$ cat src/common/mem_consts.svh
`ifndef MEM_CONSTS_SVH
`define MEM_CONSTS_SVH

// byte address into physical memory
`define MEM_ADDR_WIDTH 32

// one cache line, as seen by both caches
`define MEM_LINE_WIDTH 256

// one beat on the burst bus
`define MEM_BEAT_WIDTH 64

// beats per line transfer
`define MEM_BURST_LEN 4

`endif

$ cat src/common/mem_types.sv
`include "mem_consts.svh"

package mem_types;

    // line aligned byte address, low 5 bits zero
    typedef logic [`MEM_ADDR_WIDTH-1:0] addr_t;
    typedef logic [`MEM_LINE_WIDTH-1:0] line_t;
    typedef logic [`MEM_BEAT_WIDTH-1:0] beat_t;
    // counts beats within one burst
    typedef logic [$clog2(`MEM_BURST_LEN)-1:0] beat_idx_t;

    // arbiter grant states
    typedef enum logic [1:0] {
        arb_none,
        arb_instr,
        arb_data,
        arb_both
    } arb_state_t;

    // adaptor burst states
    typedef enum logic [1:0] {
        ad_idle,
        ad_read,
        ad_write,
        ad_done
    } adaptor_state_t;

endpackage : mem_types

$ cat src/arbiter/arbiter.sv
`timescale 1ns/1ns

module arbiter
import mem_types::*;
(
    input  logic  clk,
    input  logic  rst,

    // instruction cache port
    input  addr_t instr_address,
    input  line_t instr_wdata,
    input  logic  instr_read,
    input  logic  instr_write,
    output line_t instr_rdata,
    output logic  instr_resp,

    // data cache port
    input  addr_t data_address,
    input  line_t data_wdata,
    input  logic  data_read,
    input  logic  data_write,
    output line_t data_rdata,
    output logic  data_resp,

    // shared line port toward the adaptor
    output addr_t line_address,
    output line_t line_wdata,
    output logic  line_read,
    output logic  line_write,
    input  line_t line_rdata,
    input  logic  line_resp
);

    arb_state_t state;
    arb_state_t next_state;

    // a port is active on either strobe
    logic instr_req;
    logic data_req;

    assign instr_req = instr_read || instr_write;
    assign data_req  = data_read || data_write;

    // route the granted port onto the line port
    always_comb begin
        // idle defaults, nothing reaches memory
        line_address = '0;
        line_wdata   = '0;
        line_read    = 1'b0;
        line_write   = 1'b0;
        instr_rdata  = '0;
        instr_resp   = 1'b0;
        data_rdata   = '0;
        data_resp    = 1'b0;
        unique case (state)
            arb_none: begin
                // hold everything low
            end
            // tie is served instruction side first
            arb_instr, arb_both: begin
                line_address = instr_address;
                line_wdata   = instr_wdata;
                line_read    = instr_read;
                line_write   = instr_write;
                instr_rdata  = line_rdata;
                instr_resp   = line_resp;
            end
            arb_data: begin
                line_address = data_address;
                line_wdata   = data_wdata;
                line_read    = data_read;
                line_write   = data_write;
                data_rdata   = line_rdata;
                data_resp    = line_resp;
            end
            default: begin
                // unreachable with a 2-bit enum
            end
        endcase
    end

    // grant transitions
    always_comb begin
        // hold by default
        next_state = state;
        unique case (state)
            arb_none: begin
                if (instr_req && data_req) begin
                    next_state = arb_both;
                end else if (instr_req) begin
                    next_state = arb_instr;
                end else if (data_req) begin
                    next_state = arb_data;
                end
            end
            arb_instr, arb_data: begin
                // grant ends with the line response
                if (line_resp) begin
                    next_state = arb_none;
                end
            end
            arb_both: begin
                // hand over only if data still wants memory
                if (line_resp) begin
                    next_state = data_req ? arb_data : arb_none;
                end
            end
            default: begin
                next_state = arb_none;
            end
        endcase
    end

    // state register
    always_ff @(posedge clk) begin
        if (rst) begin
            state <= arb_none;
        end else begin
            state <= next_state;
        end
    end

endmodule : arbiter

$ cat src/cacheline_adaptor/cacheline_adaptor.sv
`timescale 1ns/1ns
`include "mem_consts.svh"

module cacheline_adaptor
import mem_types::*;
(
    input  logic  clk,
    input  logic  rst,

    // line port from the arbiter
    input  addr_t line_address,
    input  line_t line_wdata,
    input  logic  line_read,
    input  logic  line_write,
    output line_t line_rdata,
    output logic  line_resp,

    // burst bus toward memory
    output addr_t burst_address,
    output beat_t burst_wdata,
    output logic  burst_read,
    output logic  burst_write,
    input  beat_t burst_rdata,
    input  logic  burst_resp
);

    adaptor_state_t state;
    adaptor_state_t next_state;

    // beat position within the current burst
    beat_idx_t beat_idx;

    // latched request, line port may move after resp
    addr_t addr_q;
    // write line on a write, gathered beats on a read
    line_t line_q;

    // one beat accepted this cycle
    logic beat_ok;
    // fourth beat accepted this cycle
    logic last_beat;
    // new line request taken from idle
    logic start;

    assign start     = (state == ad_idle) && (line_read || line_write);
    assign beat_ok   = burst_resp && ((state == ad_read) || (state == ad_write));
    assign last_beat = beat_ok && (beat_idx == beat_idx_t'(`MEM_BURST_LEN - 1));

    // burst bus drive
    assign burst_read    = (state == ad_read);
    assign burst_write   = (state == ad_write);
    assign burst_address = addr_q;
    // current beat, low 64 bits first
    assign burst_wdata   = line_q[beat_idx * `MEM_BEAT_WIDTH +: `MEM_BEAT_WIDTH];

    // line side return, stable through ad_done
    assign line_rdata = line_q;
    assign line_resp  = (state == ad_done);

    always_comb begin
        next_state = state;
        unique case (state)
            ad_idle: begin
                // read wins if both are ever seen
                if (line_read) begin
                    next_state = ad_read;
                end else if (line_write) begin
                    next_state = ad_write;
                end
            end
            ad_read, ad_write: begin
                if (last_beat) begin
                    next_state = ad_done;
                end
            end
            ad_done: begin
                // single cycle of line_resp
                next_state = ad_idle;
            end
            default: begin
                next_state = ad_idle;
            end
        endcase
    end

    // control state
    always_ff @(posedge clk) begin
        if (rst) begin
            state    <= ad_idle;
            beat_idx <= '0;
        end else begin
            state <= next_state;
            if (start) begin
                beat_idx <= '0;
            end else if (beat_ok) begin
                // wraps back to 0 after the last beat
                beat_idx <= beat_idx + 1'b1;
            end
        end
    end

    // request capture and read gather
    always_ff @(posedge clk) begin
        if (start) begin
            addr_q <= line_address;
            line_q <= line_wdata;
        end else if ((state == ad_read) && burst_resp) begin
            // shift in from the top, beat 0 ends up in bits 63:0
            line_q <= {burst_rdata, line_q[`MEM_LINE_WIDTH-1:`MEM_BEAT_WIDTH]};
        end
    end

endmodule : cacheline_adaptor

$ cat src/rtl/mem_subsystem.sv
`timescale 1ns/1ns

module mem_subsystem
import mem_types::*;
(
    input  logic  clk,
    input  logic  rst,

    // instruction cache
    input  addr_t instr_address,
    input  line_t instr_wdata,
    output line_t instr_rdata,
    input  logic  instr_read,
    input  logic  instr_write,
    output logic  instr_resp,

    // data cache
    input  addr_t data_address,
    input  line_t data_wdata,
    output line_t data_rdata,
    input  logic  data_read,
    input  logic  data_write,
    output logic  data_resp,

    // burst memory bus
    output addr_t burst_address,
    output beat_t burst_wdata,
    input  beat_t burst_rdata,
    output logic  burst_read,
    output logic  burst_write,
    input  logic  burst_resp
);

    // line port between arbiter and adaptor
    addr_t line_address;
    line_t line_wdata;
    line_t line_rdata;
    logic  line_read;
    logic  line_write;
    logic  line_resp;

    // picks one cache port per line transfer
    arbiter i_arbiter (
        .clk           (clk),
        .rst           (rst),
        .instr_address (instr_address),
        .instr_wdata   (instr_wdata),
        .instr_read    (instr_read),
        .instr_write   (instr_write),
        .instr_rdata   (instr_rdata),
        .instr_resp    (instr_resp),
        .data_address  (data_address),
        .data_wdata    (data_wdata),
        .data_read     (data_read),
        .data_write    (data_write),
        .data_rdata    (data_rdata),
        .data_resp     (data_resp),
        .line_address  (line_address),
        .line_wdata    (line_wdata),
        .line_read     (line_read),
        .line_write    (line_write),
        .line_rdata    (line_rdata),
        .line_resp     (line_resp)
    );

    // line to four-beat burst conversion
    cacheline_adaptor i_cacheline_adaptor (
        .clk           (clk),
        .rst           (rst),
        .line_address  (line_address),
        .line_wdata    (line_wdata),
        .line_read     (line_read),
        .line_write    (line_write),
        .line_rdata    (line_rdata),
        .line_resp     (line_resp),
        .burst_address (burst_address),
        .burst_wdata   (burst_wdata),
        .burst_read    (burst_read),
        .burst_write   (burst_write),
        .burst_rdata   (burst_rdata),
        .burst_resp    (burst_resp)
    );

endmodule : mem_subsystem

$ cat config.mk
export PLATFORM = sky130hd
export DESIGN_NAME = mem_subsystem
export DESIGN_NICKNAME = d
export VERILOG_FILES = /design/src/common/mem_types.sv /design/src/arbiter/arbiter.sv /design/src/cacheline_adaptor/cacheline_adaptor.sv /design/src/rtl/mem_subsystem.sv
export VERILOG_INCLUDE_DIRS = /design/src /design/src/common
export SDC_FILE = /design/constraint.sdc
export NUM_CORES = 1
export LEC_CHECK = 0
export ABC_AREA = 1
export BUFFER_PORTS_ARGS = -buffer_cell sky130_fd_sc_hd__buf_2
export CAP_MARGIN = 30
export CORE_AREA = 2 2 488 490
export CTS_CLUSTER_DIAMETER = 80
export DETAILED_ROUTE_END_ITERATION = 8
export DIE_AREA = 0 0 490 492
export GPL_TIMING_DRIVEN = 0
export SYNTH_ARGS = -nofsm -noshare
export SYNTH_HDL_FRONTEND = slang
export SYNTH_SLANG_ARGS = --single-unit
$ cat constraint.sdc
create_clock -name clk -period 10.9 [get_ports clk]
set_input_delay 0.545 -clock clk [delete_from_list [all_inputs] [get_ports clk]]
set_output_delay 0.545 -clock clk [all_outputs]
set_load 0.02 [all_outputs]
==> results of run 1 <==
## power by group through the flow
| stage | Sequential, W | Combinational [W] | Clock [W] |
|---|---|---|---|
| after global placement | 0.00321 | 0.00597 | 0 |
| after floorplan | 0.00262 | 0.00303 | 0 |
| after global routing | 0.00378 | 0.00702 | 0.00187 |
| final | 0.00380 | 0.00664 | 0.00180 |
| after detailed placement | 0.00379 | 0.00673 | 0 |
| after CTS | 0.00378 | 0.00674 | 0.00185 |
## per-layer routing
metal	global-route usage [%]	vias to the layer above	wire length, um
met4	10.30	178	15580
met5	0	-	1211
met1	28.15	14207	115200
met2	36.16	2517	126400
li1	-	12440	-
met3	10.93	614	38290
## cells by family after synthesis
| group | Yosys count | share of synthesized area [%] |
|---|---|---|
| simple gates | 1508 | 27.83 |
| buf+inv | 748 | 14.38 |
| compound gates | 492 | 14.09 |
| flops | 294 | 43.04 |
| fa+ha+maj | 10 | 0.6141 |
| xor+xnor | 1 | 0.04300 |
## worst min-delay path by stage
| stage | start | end | slack (ns) | depth (start not counted) |
|---|---|---|---|---|
| final | rst | i_arbiter.state[1] | 0.14 | 2 |
| after global placement | i_arbiter.state[1] | i_arbiter.state[1] | 0.50 | 2 |
| after global routing | rst | i_arbiter.state[1] | 0.09 | 2 |
| after CTS | rst | i_arbiter.state[1] | 0.03 | 2 |
| after floorplan | i_arbiter.state[1] | i_arbiter.state[1] | 0.47 | 2 |
| after detailed placement | i_arbiter.state[1] | i_arbiter.state[1] | 0.52 | 2 |
## layout make-up
class	instances	area share (%)
buffer	223	3.047
tap	3167	11.88
clock buffer	63	4.154
sequential	294	26.29
clock inverter	38	1.167
inverter	525	5.909
antenna	81	0.6078
timing repair buffer	1290	20.89
multi-input combinational	2011	26.05
## state kept, by name, indices dropped and copies added, names as in the netlist
name                               cells
i_cacheline_adaptor.line_rdata       256
i_cacheline_adaptor.burst_address     32
i_arbiter.state                        2
i_cacheline_adaptor.beat_idx           2
i_cacheline_adaptor.state              2
## cells in the mapped netlist
cell          n  area share (%)
nand2_1    1108              20
inv_1       524             9.7
nor2_1      393             7.2
edfxtp_1    288              42
a31oi_1     256             7.9
clkbuf_1    148             2.7
o21ai_0     133             3.3
o22ai_1      64             2.0
buf_2        61             1.5
a21oi_1      34            0.84
buf_4        12            0.44
ha_1         10            0.61
dfxtp_1       6            0.59
nand3_1       6            0.15
a211oi_1      2           0.074
o21ai_1       2           0.049
buf_1         1           0.018
clkbuf_2      1           0.025
clkinv_1      1           0.018
nor3_1        1           0.025
o2111ai_1     1           0.043
xor2_1        1           0.043
## per-stage QoR
stage | area, um^2 | total power, W
2_1_floorplan | 20370 | 0.005648
3_3_place_gp | 30630 | 0.009179
3_5_place_dp | 31370 | 0.01052
4_1_cts | 33140 | 0.01237
5_1_grt | 33180 | 0.01267
6_report | 33350 | 0.01224
==> impl_metrics.json, run 1 <==
{
  "status": "finished clean",
  "critPathSlowestCell": "clkbuf_2",
  "path_buf_inv": 12,
  "numClockSinks": 294,
  "routedWlPerCell_um": 38.56,
  "grt_max_degree": 46,
  "crit_type": "reg2out",
  "r2r_start": "i_arbiter.state[0]",
  "gp_congestion": 0.9481,
  "cts_buffers": 54,
  "dp_hpwl_um": 254500,
  "instances_no_fill": 7692,
  "ios": 1259,
  "reg2reg_depth": 14,
  "placed_cells": 7510,
  "p_seq_share_pct": 31.0,
  "port_buffers": 1258,
  "p_comb_share_pct": 54.3,
  "die_y_um": 492,
  "hold_class": "in2reg",
  "synth_cell_type_count": 22,
  "cts_hold_buf": 0,
  "rsz0062_at_grt": "no",
  "cp_max_fo": 10,
  "crit_start": "i_arbiter.state[0]",
  "cts_max_path_buffers": 3,
  "die_w_um": 490,
  "crit_chain": "clkbuf_2 -> buf_12 -> clkbuf_2 -> buf_12 -> inv_1 -> ha_1 -> buf_2 -> clkbuf_2 -> buf_12 -> clkbuf_2 -> buf_2 -> nand2_1 -> inv_1 -> buf_2",
  "end_kind": "output port",
  "internal-power_w": 0.004742,
  "regToRegEndpoint": "i_cacheline_adaptor.line_rdata[214]",
  "p_per_area_nw_per_um2": 367.2,
  "fin_skew_ns": 0.03598,
  "grt_first_pass_wirelength_um": 355000,
  "nets": 5056,
  "startpoint_type": "flop",
  "fill_cells": 27720,
  "switchingPower_w": 0.007501,
  "max_stage_delay_ns": 0.69,
  "setup_viol": 0,
  "path_depth": 14,
  "drive_above_1_share_pct": 33.71,
  "syn_to_final_growth_pct": 63.68,
  "netlist_area_um2": 20370,
  "yosysWarnings": 0,
  "cp.arrival_ns": 4.85,
  "cts_tree": "done",
  "rows": 179,
  "firstDrtPassIters": 6,
  "required_ns": 10.36,
  "synth_nets": 3710,
  "root_buffer": "clkbuf_16",
  "holdWs_ns": 0.1398,
  "fin_ws_ns": 5.502,
  "post_cts_buffers": 0,
  "postLayoutCoreUtil_pct": 14.11,
  "slew_headroom_pct": 33.27,
  "hold_viol_final": 0,
  "final_cell_mix": "buf_2, nand2_1, inv_1, nor2_1, edfxtp_1",
  "final_common_cell": "buf_2",
  "final.setup.tns_ns": 0,
  "leakage_nw": 17.67,
  "layout_min_cycle_time_ns": 5.398,
  "tightestPinTransition_ns": 1.001,
  "syn_inst": 3053,
  "critical-path-top-delay-family": "buffers and inverters",
  "swShare_pct": 61.27,
  "place_ws_ns": 5.442,
  "path_common_cell": "clkbuf_2",
  "fin_crit_sh_pct": 49.52,
  "multiInputGateArea_um2": 8687,
  "maxCapViolCount": 0,
  "overflow": 0,
  "path_clk_slew_ns": 0.05,
  "drtAntennaViolNets": 0,
  "ys_ff_latch": 294,
  "cts_resized": 0,
  "die-area_um2": 241100,
  "endpoint": "data_rdata[122]",
  "core-area_um2": 236300,
  "drc_errors": 0,
  "power_frac_clock_pct": 14.7,
  "insertion_delay_ns": 0.70,
  "ir_drop_mv": 0.1720,
  "htree_levels": 2,
  "seq_area_frac_synth_pct": 43.04,
  "finalMaxSlewViolations": 0,
  "viasPerCell": 3.894,
  "fmax_ghz": 0.1853,
  "grt_pass1_vias": 27677,
  "syn_area_per_cell_um2": 6.673,
  "antenna_found_initial": 284,
  "seqCellArea_um2": 8768,
  "num_vias": 29956,
  "routed_wirelength_um": 296600,
  "grtUsageTotal_pct": 23.63,
  "initial_core_util_pct": 8.622,
  "drtIter0Drc": 3504,
  "r2r_slack_ns": 5.66
}
Power figures use the tool's default switching activity.
==> run 2: changes to the inputs <==
- ABC_AREA: 1 -> 0
- clock period: 10.9 -> 5.03 ns (I/O delays scaled with it)
==> impl_metrics.json, run 2 <==
{
  "synth_top_family_by_area": "simple AND/OR/NAND/NOR gates",
  "synth_cell_type_count": 35,
  "p_per_area_nw_per_um2": 592.9,
  "cts_buffers": 54,
  "crit_chain": "buf_4 -> buf_12 -> inv_1 -> ha_1 -> buf_2 -> nand2b_1 -> a21oi_2 -> buf_6 -> a21o_4 -> buf_16 -> buf_16 -> buf_16",
  "ios": 1259,
  "initial_core_util_pct": 8.134,
  "status": "finished clean",
  "finalMaxSlewViolations": 0,
  "ys_ff_latch": 294,
  "design_area_um2": 37530,
  "synth_top_area_share_pct": 45.00,
  "startpoint_type": "flop",
  "synthTopCellsByArea": "edfxtp_1, and2_1, a22oi_1",
  "final_common_cell": "buf_2",
  "overflow": 0,
  "nets": 4486,
  "slew_headroom_pct": 28.73,
  "core-area_um2": 236300,
  "grtUsageTotal_pct": 22.24,
  "synth_most_common_cell": "and2_1",
  "final.setup.tns_ns": 0,
  "cp.arrival_ns": 4.89,
  "rows": 179,
  "crit_type": "reg2reg",
  "grt_first_pass_wirelength_um": 334600,
  "drtAntennaViolNets": 0,
  "ys.flop_type": "edfxtp_1",
  "syn_inst": 1952,
  "required_ns": 5.41,
  "path_clk_slew_ns": 0.06,
  "fin_crit_sh_pct": 89.72,
  "gp_congestion": 0.9104,
  "hold_class": "in2reg",
  "setup_viol": 0,
  "postLayoutCoreUtil_pct": 15.88,
  "die-area_um2": 241100,
  "ir_drop_mv": 0.2630,
  "synth_nets": 2609,
  "yosys-top-cells-count": "and2_1, nor2_1, edfxtp_1, a22oi_1, a21oi_1",
  "die_y_um": 492,
  "seq_area_frac_synth_pct": 45.63,
  "cts_max_path_buffers": 3,
  "synth.mux.area_fraction_pct": 7.611,
  "drc_errors": 0,
  "synth_area_leader_cell": "edfxtp_1",
  "holdWs_ns": 0.01651,
  "die_w_um": 490,
  "leakage_nw": 15.19,
  "port_buffers": 1257,
  "routedWlPerCell_um": 39.11,
  "synth_fa_ha_area_share_pct": 0.6510,
  "layout_min_cycle_time_ns": 4.513,
  "cp_max_fo": 54,
  "path_common_cell": "buf_16",
  "drive_above_1_share_pct": 39.41,
  "critical-path-top-delay-family": "buffers and inverters",
  "syn_area_per_cell_um2": 9.846,
  "maxCapViolCount": 0,
  "netlist_area_um2": 19220,
  "largest_reg_flops": 256,
  "fin_skew_ns": 0.02846,
  "fmax_ghz": 0.2216,
  "yosys.area_share.simple_pct": 22.71,
  "synth_xor_area_share_pct": 0.04557,
  "grt_pass1_vias": 26714,
  "r2r_slack_ns": 0.52,
  "synth_edf_count": 288,
  "dp_hpwl_um": 242300,
  "critPathSlowestCell": "buf_4",
  "place_area_um2": 30050,
  "yosysWarnings": 0,
  "async_reset_ff_share_pct": 0,
  "viasPerCell": 3.892,
  "end_kind": "flop",
  "hold_viol_final": 0,
  "max_stage_delay_ns": 0.52,
  "finalPower_w": 0.02225,
  "path_buf_inv": 8,
  "syn_to_final_growth_pct": 95.27,
  "grt_max_degree": 58,
  "antenna_found_initial": 310,
  "routed_wirelength_um": 279800,
  "cts_tree": "done",
  "htree_levels": 2,
  "insertion_delay_ns": 0.71,
  "post_cts_buffers": 0,
  "numClockSinks": 294,
  "num_vias": 27845,
  "rsz0062_at_grt": "no",
  "root_buffer": "clkbuf_16",
  "tightestPinTransition_ns": 1.069,
  "firstDrtPassIters": 7,
  "final_cell_mix": "buf_2, dlygate4sd3_1, and2_1, nor2_1, edfxtp_1",
  "drtIter0Drc": 3341,
  "synth_compound_area_share_pct": 18.57
}
run 2: layout make-up:
type,count,area (um^2)
fill,26870,198800
timing repair buffer,1821,12230
multi-input combinational,1458,9555
sequential,294,8768
tap,3167,3963
clock buffer,62,1403
buffer,195,913.4
clock inverter,37,390.4
antenna,115,287.8
inverter,5,18.77
run 2: metrics by stage:
| step | cells | setup slack [ns] |
|---|---|---|
| after floorplan | 1952 | 1.112 |
| after global placement | 6376 | -2.820 |
| after detailed placement | 6403 | -1.091 |
| after CTS | 7039 | 0.02018 |
| after global routing | 7079 | 0.2569 |
| final | 7154 | 0.5169 |
run 2: per-layer routing:
metal  GRT usage (%)  share of wire [%]  vias to the layer above
li1                -                  -                    11020
met4           10.69                5.6                      164
met5               0               0.38                        -
met3           11.87                 14                      714
met1           25.27                 37                    13358
met2           33.92                 43                     2589
run 2: timing repair:
| action | 4_1_cts | 5_1_grt |
|---|---|---|
| gates resized for setup | 2 | 0 |
| endpoints found under the hold margin | 284 | 0 |
| gates cloned | 2 | 0 |
| hold buffers | 536 | 0 |
| setup endpoints to repair | 271 | 42 |
run 2: where the power goes:
group | total (W) | switching (W) | internal [W] | leakage, nW
combinational | 0.0122 | 0.00804 | 0.00419 | 11.6
sequential | 0.00609 | 0.00207 | 0.00402 | 2.69
clock | 0.00393 | 0.00166 | 0.00228 | 0.874
total | 0.0223 | 0.0118 | 0.0105 | 15.2
run 2: worst paths after layout:
kind / cells after the start / startpoint / endpoint
worst max-delay path: 12 / i_arbiter.state[0] / i_cacheline_adaptor.line_rdata[99]
worst min-delay path: 3 / burst_rdata[20] / i_cacheline_adaptor.line_rdata[212]
worst max register to register: 12 / i_arbiter.state[0] / i_cacheline_adaptor.line_rdata[99]
worst min register to register: 3 / i_cacheline_adaptor.state[0] / i_cacheline_adaptor.state[0]
run 2: worst min-delay path, stage by stage:
cell	delay, ns
buf_2	0.08
nor2_1	0.12
a21oi_1	0.15
run 2: cells by family (layout without fill, tap and decap cells):
| kind of cell | count (synthesis) | in the layout |
|---|---|---|
| buf+inv | 202 | 2120 |
| flops | 294 | 294 |
| other cells | 0 | 115 |
| xor+xnor | 1 | 1 |
| compound gates | 562 | 564 |
| mux | 66 | 66 |
| simple gates | 817 | 817 |
| fa+ha+maj | 10 | 10 |
